### config.mk
export PLATFORM = sky130hd
export DESIGN_NAME = eth_loop_top
export DESIGN_NICKNAME = d
export VERILOG_FILES = /design/src/eth_loop_pkg.sv /design/src/mac_stream_if.sv /design/src/eth_loop_top.sv /design/src/led_blinker.sv /design/src/port_crossover.sv /design/src/rx_error_monitor.sv /design/src/rx_frame_check.sv
export SDC_FILE = /design/constraint.sdc
export NUM_CORES = 1
export LEC_CHECK = 0
export BUFFER_PORTS_ARGS = -buffer_cell sky130_fd_sc_hd__buf_2
export CAP_MARGIN = 0
export CORE_ASPECT_RATIO = 1.1
export CORE_UTILIZATION = 31
export CTS_CLUSTER_DIAMETER = 120
export DETAILED_ROUTE_END_ITERATION = 10
export PLACE_DENSITY_LB_ADDON = 0.15
export SYNTH_ARGS = -nofsm -noshare
export SYNTH_HDL_FRONTEND = slang
export SYNTH_SLANG_ARGS = --single-unit
### constraint.sdc
create_clock -name clk20_g -period 2.95 [get_ports clk20_g]
set_input_delay 0.1475 -clock clk20_g [delete_from_list [all_inputs] [get_ports clk20_g]]
set_output_delay 0.1475 -clock clk20_g [all_outputs]
set_load 0.01 [all_outputs]
### src/eth_loop_pkg.sv
package eth_loop_pkg;

    // --------------------
    // stream and counter types
    // --------------------

    // one byte of a MAC stream
    typedef logic [7:0] byte_t;

    // CRC-32 shift register
    typedef logic [31:0] crc_t;

    // per-port frame counters, wrap at the top
    typedef logic [15:0] frame_cnt_t;

    // port 0 and port 1 are crossed over to each other
    localparam int NUM_PORTS = 2;

    typedef logic [$clog2(NUM_PORTS)-1:0] port_idx_t;

    // --------------------
    // CRC-32 constants
    // --------------------

    // register start value
    localparam crc_t CRC_INIT = 32'hFFFF_FFFF;

    // 0x04C11DB7 bit reversed, for lsb-first shifting
    localparam crc_t CRC_POLY_REFLECTED = 32'hEDB8_8320;

    // register value left over once a correct FCS has been shifted in
    localparam crc_t CRC_RESIDUE = 32'hDEBB_20E3;

endpackage

### src/mac_stream_if.sv
`timescale 1ns/10ps

interface mac_stream_if;

    // byte stream of the MAC logic side
    eth_loop_pkg::byte_t data;
    logic                valid;

    // frame strobes, only meaningful with valid
    logic                sof;
    logic                eof;

    // driving side
    modport src (
        output data,
        output valid,
        output sof,
        output eof
    );

    // receiving side
    modport snk (
        input data,
        input valid,
        input sof,
        input eof
    );

endinterface

### src/eth_loop_top.sv
`timescale 1ns/10ps

module eth_loop_top #(
    parameter int MIN_FRAME_BYTES   = 64,
    parameter int BLINK_HALF_CYCLES = 10_000_000
) (
    input  logic                     clk20_g,
    input  logic                     rst_i,
    input  logic                     err_clear_i,
    input  eth_loop_pkg::byte_t      rx0_data_i,
    input  logic                     rx0_valid_i,
    input  logic                     rx0_sof_i,
    input  logic                     rx0_eof_i,
    input  eth_loop_pkg::byte_t      rx1_data_i,
    input  logic                     rx1_valid_i,
    input  logic                     rx1_sof_i,
    input  logic                     rx1_eof_i,
    output eth_loop_pkg::byte_t      tx0_data_o,
    output logic                     tx0_valid_o,
    output logic                     tx0_sof_o,
    output logic                     tx0_eof_o,
    output eth_loop_pkg::byte_t      tx1_data_o,
    output logic                     tx1_valid_o,
    output logic                     tx1_sof_o,
    output logic                     tx1_eof_o,
    output logic                     err_det_o,
    output logic                     err_sticky_o,
    output eth_loop_pkg::frame_cnt_t good_cnt0_o,
    output eth_loop_pkg::frame_cnt_t bad_cnt0_o,
    output eth_loop_pkg::frame_cnt_t good_cnt1_o,
    output eth_loop_pkg::frame_cnt_t bad_cnt1_o,
    output logic                     dbg_led_o
);

    import eth_loop_pkg::*;

    logic [NUM_PORTS-1:0]       fr_good;
    logic [NUM_PORTS-1:0]       fr_err;
    frame_cnt_t [NUM_PORTS-1:0] good_cnt;
    frame_cnt_t [NUM_PORTS-1:0] bad_cnt;

    mac_stream_if chk_stream0 ();
    mac_stream_if chk_stream1 ();
    mac_stream_if tx_stream0 ();
    mac_stream_if tx_stream1 ();

    // --------------------
    // receive checkers
    // --------------------

    rx_frame_check #(
        .MIN_FRAME_BYTES (MIN_FRAME_BYTES)
    ) chk0 (
        .clk20_g    (clk20_g),
        .rst_i      (rst_i),
        .rx_data_i  (rx0_data_i),
        .rx_valid_i (rx0_valid_i),
        .rx_sof_i   (rx0_sof_i),
        .rx_eof_i   (rx0_eof_i),
        .out_o      (chk_stream0.src),
        .fr_good_o  (fr_good[0]),
        .fr_err_o   (fr_err[0])
    );

    rx_frame_check #(
        .MIN_FRAME_BYTES (MIN_FRAME_BYTES)
    ) chk1 (
        .clk20_g    (clk20_g),
        .rst_i      (rst_i),
        .rx_data_i  (rx1_data_i),
        .rx_valid_i (rx1_valid_i),
        .rx_sof_i   (rx1_sof_i),
        .rx_eof_i   (rx1_eof_i),
        .out_o      (chk_stream1.src),
        .fr_good_o  (fr_good[1]),
        .fr_err_o   (fr_err[1])
    );

    // --------------------
    // crossover to tx
    // --------------------

    port_crossover xover (
        .clk20_g (clk20_g),
        .rst_i   (rst_i),
        .in0_i   (chk_stream0.snk),
        .in1_i   (chk_stream1.snk),
        .out0_o  (tx_stream0.src),
        .out1_o  (tx_stream1.src)
    );

    assign tx0_data_o  = tx_stream0.data;
    assign tx0_valid_o = tx_stream0.valid;
    assign tx0_sof_o   = tx_stream0.sof;
    assign tx0_eof_o   = tx_stream0.eof;
    assign tx1_data_o  = tx_stream1.data;
    assign tx1_valid_o = tx_stream1.valid;
    assign tx1_sof_o   = tx_stream1.sof;
    assign tx1_eof_o   = tx_stream1.eof;

    // --------------------
    // error monitor and LED
    // --------------------

    rx_error_monitor err_mon (
        .clk20_g      (clk20_g),
        .rst_i        (rst_i),
        .fr_good_i    (fr_good),
        .fr_err_i     (fr_err),
        .err_clear_i  (err_clear_i),
        .err_det_o    (err_det_o),
        .err_sticky_o (err_sticky_o),
        .good_cnt_o   (good_cnt),
        .bad_cnt_o    (bad_cnt)
    );

    assign good_cnt0_o = good_cnt[0];
    assign bad_cnt0_o  = bad_cnt[0];
    assign good_cnt1_o = good_cnt[1];
    assign bad_cnt1_o  = bad_cnt[1];

    led_blinker #(
        .BLINK_HALF_CYCLES (BLINK_HALF_CYCLES)
    ) heartbeat (
        .clk20_g (clk20_g),
        .rst_i   (rst_i),
        .led_o   (dbg_led_o)
    );

endmodule

### src/led_blinker.sv
`timescale 1ns/10ps

module led_blinker #(
    parameter int BLINK_HALF_CYCLES = 10_000_000
) (
    input  logic clk20_g,
    input  logic rst_i,
    output logic led_o
);

    localparam int CNT_W = $clog2(BLINK_HALF_CYCLES + 1);

    typedef logic [CNT_W-1:0] tick_t;

    // one half period is RELOAD down to zero
    localparam tick_t RELOAD = tick_t'(BLINK_HALF_CYCLES - 1);

    tick_t cnt_q;

    // --------------------
    // half period timer
    // --------------------

    always_ff @(posedge clk20_g) begin
        if (rst_i) begin
            cnt_q <= RELOAD;
        end else if (cnt_q == '0) begin
            cnt_q <= RELOAD;
        end else begin
            cnt_q <= cnt_q - 1'b1;
        end
    end

    // toggle on every reload
    always_ff @(posedge clk20_g) begin
        if (rst_i) begin
            led_o <= 1'b0;
        end else if (cnt_q == '0) begin
            led_o <= ~led_o;
        end
    end

endmodule

### src/port_crossover.sv
`timescale 1ns/10ps

module port_crossover (
    input  logic      clk20_g,
    input  logic      rst_i,
    mac_stream_if.snk in0_i,
    mac_stream_if.snk in1_i,
    mac_stream_if.src out0_o,
    mac_stream_if.src out1_o
);

    // --------------------
    // data path
    // --------------------

    // port 1 goes out on port 0 and the other way round
    always_ff @(posedge clk20_g) begin
        out0_o.data <= in1_i.data;
        out1_o.data <= in0_i.data;
    end

    // --------------------
    // strobes
    // --------------------

    always_ff @(posedge clk20_g) begin
        if (rst_i) begin
            out0_o.valid <= 1'b0;
            out0_o.sof   <= 1'b0;
            out0_o.eof   <= 1'b0;
            out1_o.valid <= 1'b0;
            out1_o.sof   <= 1'b0;
            out1_o.eof   <= 1'b0;
        end else begin
            out0_o.valid <= in1_i.valid;
            out0_o.sof   <= in1_i.sof;
            out0_o.eof   <= in1_i.eof;
            out1_o.valid <= in0_i.valid;
            out1_o.sof   <= in0_i.sof;
            out1_o.eof   <= in0_i.eof;
        end
    end

endmodule

### src/rx_error_monitor.sv
`timescale 1ns/10ps

module rx_error_monitor (
    input  logic                          clk20_g,
    input  logic                          rst_i,
    input  logic [1:0]                    fr_good_i,
    input  logic [1:0]                    fr_err_i,
    input  logic                          err_clear_i,
    output logic                          err_det_o,
    output logic                          err_sticky_o,
    output eth_loop_pkg::frame_cnt_t [1:0] good_cnt_o,
    output eth_loop_pkg::frame_cnt_t [1:0] bad_cnt_o
);

    import eth_loop_pkg::*;

    logic [NUM_PORTS-1:0] port_err_q;

    // --------------------
    // error tree
    // --------------------

    // stage one, per port
    always_ff @(posedge clk20_g) begin
        if (rst_i) begin
            port_err_q <= '0;
        end else begin
            port_err_q <= fr_err_i;
        end
    end

    // stage two, ports merged
    always_ff @(posedge clk20_g) begin
        if (rst_i) begin
            err_det_o <= 1'b0;
        end else begin
            err_det_o <= |port_err_q;
        end
    end

    // sticky flag rises together with err_det, set beats clear
    always_ff @(posedge clk20_g) begin
        if (rst_i) begin
            err_sticky_o <= 1'b0;
        end else if (|port_err_q) begin
            err_sticky_o <= 1'b1;
        end else if (err_clear_i) begin
            err_sticky_o <= 1'b0;
        end
    end

    // --------------------
    // frame counters
    // --------------------

    always_ff @(posedge clk20_g) begin
        if (rst_i) begin
            good_cnt_o <= '0;
            bad_cnt_o  <= '0;
        end else begin
            for (int p = 0; p < NUM_PORTS; p++) begin
                if (fr_good_i[port_idx_t'(p)]) begin
                    good_cnt_o[port_idx_t'(p)] <= good_cnt_o[port_idx_t'(p)] + 1'b1;
                end
                if (fr_err_i[port_idx_t'(p)]) begin
                    bad_cnt_o[port_idx_t'(p)] <= bad_cnt_o[port_idx_t'(p)] + 1'b1;
                end
            end
        end
    end

endmodule

### src/rx_frame_check.sv
`timescale 1ns/10ps

module rx_frame_check #(
    parameter int MIN_FRAME_BYTES = 64
) (
    input  logic                clk20_g,
    input  logic                rst_i,
    input  eth_loop_pkg::byte_t rx_data_i,
    input  logic                rx_valid_i,
    input  logic                rx_sof_i,
    input  logic                rx_eof_i,
    mac_stream_if.src           out_o,
    output logic                fr_good_o,
    output logic                fr_err_o
);

    import eth_loop_pkg::*;

    // length counter only has to reach the runt limit
    localparam int LEN_W = $clog2(MIN_FRAME_BYTES + 1);

    typedef logic [LEN_W-1:0] len_t;

    localparam len_t LEN_MAX = len_t'(MIN_FRAME_BYTES);

    typedef enum logic {
        IDLE,
        IN_FRAME
    } state_t;

    state_t state_q;
    crc_t   crc_q;
    crc_t   crc_next;
    len_t   len_q;
    len_t   len_base;
    len_t   len_next;
    logic   bad_q;
    logic   bad_next;
    logic   frame_start;
    logic   stray;
    logic   abort;
    logic   eof_beat;
    logic   frame_bad;

    // bit-serial update, lsb of the byte first
    function automatic crc_t crc_byte(crc_t crc_in, byte_t data);
        crc_t crc;
        logic fb;
        crc = crc_in;
        for (int i = 0; i < 8; i++) begin
            fb  = crc[0] ^ data[i];
            crc = crc >> 1;
            if (fb) begin
                crc = crc ^ CRC_POLY_REFLECTED;
            end
        end
        return crc;
    endfunction

    // --------------------
    // frame tracking
    // --------------------

    // a byte while idle opens a frame too, with or without sof
    assign frame_start = rx_sof_i || (state_q == IDLE);
    assign stray       = !rx_sof_i && (state_q == IDLE);
    assign abort       = rx_valid_i && rx_sof_i && (state_q == IN_FRAME);
    assign eof_beat    = rx_valid_i && rx_eof_i;

    assign crc_next = crc_byte(frame_start ? CRC_INIT : crc_q, rx_data_i);
    assign len_base = frame_start ? '0 : len_q;
    assign len_next = (len_base == LEN_MAX) ? LEN_MAX : len_base + 1'b1;
    assign bad_next = frame_start ? stray : bad_q;

    // verdict on the last byte, FCS included
    assign frame_bad = bad_next || (crc_next != CRC_RESIDUE) || (len_next < LEN_MAX);

    always_ff @(posedge clk20_g) begin
        if (rst_i) begin
            state_q <= IDLE;
        end else if (rx_valid_i) begin
            state_q <= rx_eof_i ? IDLE : IN_FRAME;
        end
    end

    always_ff @(posedge clk20_g) begin
        if (rx_valid_i) begin
            crc_q <= crc_next;
            len_q <= len_next;
            bad_q <= bad_next;
        end
    end

    // --------------------
    // checked stream
    // --------------------

    always_ff @(posedge clk20_g) begin
        out_o.data <= rx_data_i;
    end

    // strobes and verdict line up on the same output beat
    always_ff @(posedge clk20_g) begin
        if (rst_i) begin
            out_o.valid <= 1'b0;
            out_o.sof   <= 1'b0;
            out_o.eof   <= 1'b0;
            fr_good_o   <= 1'b0;
            fr_err_o    <= 1'b0;
        end else begin
            out_o.valid <= rx_valid_i;
            out_o.sof   <= rx_sof_i;
            out_o.eof   <= rx_eof_i;
            fr_err_o    <= abort || (eof_beat && frame_bad);
            fr_good_o   <= eof_beat && !frame_bad && !abort;
        end
    end

endmodule

==> run metrics <==
fin crit period 2.77 ns; reg2reg path depth 11; Synth Warn # 0; Crit. End Element register; max-cap viol count 0; initial core utilization 0.316; vias in the first global route 7802; chip height 204 µm; final setup fails 0; P_leak 5.59 nW; Seq/Total Area, Yosys 0.458; # fillers 3647; Placed Cells incl. Taps 1729; Initial DRC Count 373; Hold Crit Endpoint heartbeat.cnt_q[5]$_SDFF_PP1_; Yosys reg bits 223; DR WL/cell 15.2 µm; area post-placement 12900 µm²; Routed Antenna Nets 0; Max clock buf depth 3; largest area contributor in the netlist dfxtp_1; CTS Buf Count 28; std cell rows 73; share of the synthesized area in the top cell type 0.249; post-route clock period utilization 0.939; clock root buffer clkbuf_16; unrepaired setup endpoints after global routing false; clk sinks 223; initial antenna violation count 0; Die ar. 37900 µm²; DR vias 8102; Slew Viols, Final 0; overflow left after global routing 0; worst r2r src chk0.crc_q[7]$_DFFE_PP_; reg2reg setup slack 0.20 ns; Post-Syn Area 11500 µm²; Placer Congestion 0.844; most numerous cell in the Yosys netlist nor2_1; Avg Vias per Cell 4.50; pin count of the biggest net entering global routing 85; Reg clk slew, reported paths 0.06 ns; I/O pin total 114; Hold Vio Cnt, Final 0; Final Non-Filler Cells 1802; PortBufs 113; Max H-tree Level 1; Relative slew margins 0.364; Total Nets Final 1329; fin util 0.389; async set-reset flop share out of synthesis 0; Primary FF master, synth dfxtp_1; worst hold path type input pin to register; # diodes 0; synth top area cells dfxtp_1, edfxtp_1, xnor2_1, xor2_1, nor2_1; synth cell count leaders nor2_1, xnor2_1, dfxtp_1, nand2_1, xor2_1; hold path cells 3; CP startpoint kind input pin; core outline area 36400 µm²; Mean Syn Cell Area 10.3 µm²; first drt pass iteration count 5; global-route usage over all layers 0.145; fmax 361 MHz; Critical Path RT 3.44 ns; synthesized net count 1157; layout cells sized above 1 0.202; Setup Skew 0.0163 ns; DRC violations left 0; EDFF count, synth 80; PD cells 648 nW/µm²; placed wire-length estimate 19600 µm; Final Cell Area 14100 µm²; global-route wire length before repair 43100 µm; area grow syn2layout 23.0%; CP max FO 8; hold path start rst_i; Yosys cell types 77; Max VDD drop 0.000436 V; worst r2r dst chk0.fr_good_o$_SDFF_PP0_; Post-Synthesis Cells 1121; outcome finished, final reports clean; setup TNS 0 ns; worst slew pin tran 0.951 ns; worst setup path class input pin to register; CTS tree built; Die X 186 µm; Clk Latency, worst-skew pair 0.55 ns; WP data arrival 3.26 ns; Routed WL 27400 µm
## metrics by stage
step | hold WS, ns | setup WS (ns) | power (mW)
finish | 0.0749 | 0.180 | 9.16
detailed placement | 0.312 | 0.0377 | 5.65
CTS | 0.0625 | 0.00770 | 9.31
global route | 0.0776 | 0.0191 | 9.61
floorplan | 0.175 | 0.0265 | 5.09
global placement | 0.309 | 0.0646 | 5.66
## area by class of cell
cell class | count | area, µm² | share of cell area
clock buffers | 38 | 852 | 0.0602
multi-input cells | 836 | 6020 | 0.426
repair buffers | 189 | 1200 | 0.0849
clock inverters | 14 | 140 | 0.00990
well taps | 487 | 609 | 0.0431
flip-flops and latches | 223 | 5270 | 0.372
inverters | 15 | 56.3 | 0.00398
## state kept, by name, summed over array words and instances, names as in the netlist, 2 cells and up
| register | flops |
|---|---|
| chk0.crc_q | 32 |
| chk1.crc_q | 32 |
| err_mon.bad_cnt_o | 32 |
| err_mon.good_cnt_o | 32 |
| heartbeat.cnt_q | 24 |
| chk0.out_o.data | 8 |
| chk1.out_o.data | 8 |
| xover.out0_o.data | 8 |
| xover.out1_o.data | 8 |
| chk0.len_q | 7 |
| chk1.len_q | 7 |
| err_mon.port_err_q | 2 |
## where the power goes
part	leakage (nW)	total, mW	internal [mW]	switching (mW)
Clock	0.491	3.56	2.13	1.43
Combinational	3.14	1.90	0.940	0.965
Sequential	1.95	3.70	3.53	0.174
Total	5.59	9.16	6.60	2.56
## worst max path at each step
stage | cells after the start | end | slack [ns] | startpoint
detailed placement | 12 | chk0.fr_good_o$_SDFF_PP0_ | 0.04 | chk0.state_q$_SDFFE_PP0P_
CTS | 12 | chk0.fr_good_o$_SDFF_PP0_ | 0.008 | chk0.state_q$_SDFFE_PP0P_
finish | 14 | chk0.fr_good_o$_SDFF_PP0_ | 0.18 | rx0_sof_i
global route | 14 | chk0.fr_good_o$_SDFF_PP0_ | 0.02 | rx0_sof_i
floorplan | 14 | chk0.fr_good_o$_SDFF_PP0_ | 0.03 | chk0.state_q$_SDFFE_PP0P_
global placement | 12 | chk0.fr_good_o$_SDFF_PP0_ | 0.06 | chk0.state_q$_SDFFE_PP0P_
## critical path, stage by stage
cell and delay (ns):
dlygate4sd3_1 0.54, buf_2 0.15, buf_4 0.16, nand2b_4 0.18, nor2_4 0.15, xnor2_2 0.14
ha_1 0.18, nor2b_1 0.13, nand4_1 0.14, nor4_1 0.23, or4bb_4 0.49, a2111oi_4 0.20
o2111a_1 0.25, and4_1 0.18
## metal layers
metal / global-route usage / part of all wire
met4: 0.0322 / 0.017
met5: 0 / 0
met2: 0.251 / 0.49
met3: 0.0217 / 0.038
met1: 0.188 / 0.46
## what timing repair did
action	in CTS	in global routing
hold endpoints to repair	27	0
setup endpoints to repair	0	4
resized for setup	0	11
setup buffers	0	0
hold buffers	21	0
## layout by cell type (no fill, tap or decap), types with 12 or more instances in the layout
master         count
or3_1             15
xnor3_1           16
dlygate4sd3_1     21
xnor2_1          148
o21ai_0           15
nor2b_1           21
nand4_1           14
buf_4             54
a21oi_1           28
inv_1             14
nor3_1            17
mux2i_1           21
edfxtp_1          80
xnor2_2           12
buf_2            113
dfxtp_1          141
and3_1            22
nor2_1           156
nand2b_1          12
nand2_1          102
xor2_1            96
clkbuf_16         31
nand3_1           25
## logic make-up (layout without fill, tap and decap cells)
| group | after synthesis | in the layout | synth area share |
|---|---|---|---|
| XOR/XNOR | 282 | 282 | 0.251 |
| multiplexers | 24 | 24 | 0.0212 |
| buffers and inverters | 62 | 256 | 0.0237 |
| adder cells (fa/ha/maj) | 11 | 11 | 0.0120 |
| AO/OA/AOI/OAI | 77 | 77 | 0.0428 |
| flip-flops | 223 | 223 | 0.458 |
| AND/OR/NAND/NOR | 442 | 442 | 0.192 |
Note: power is estimated with default switching activity, not from simulation.
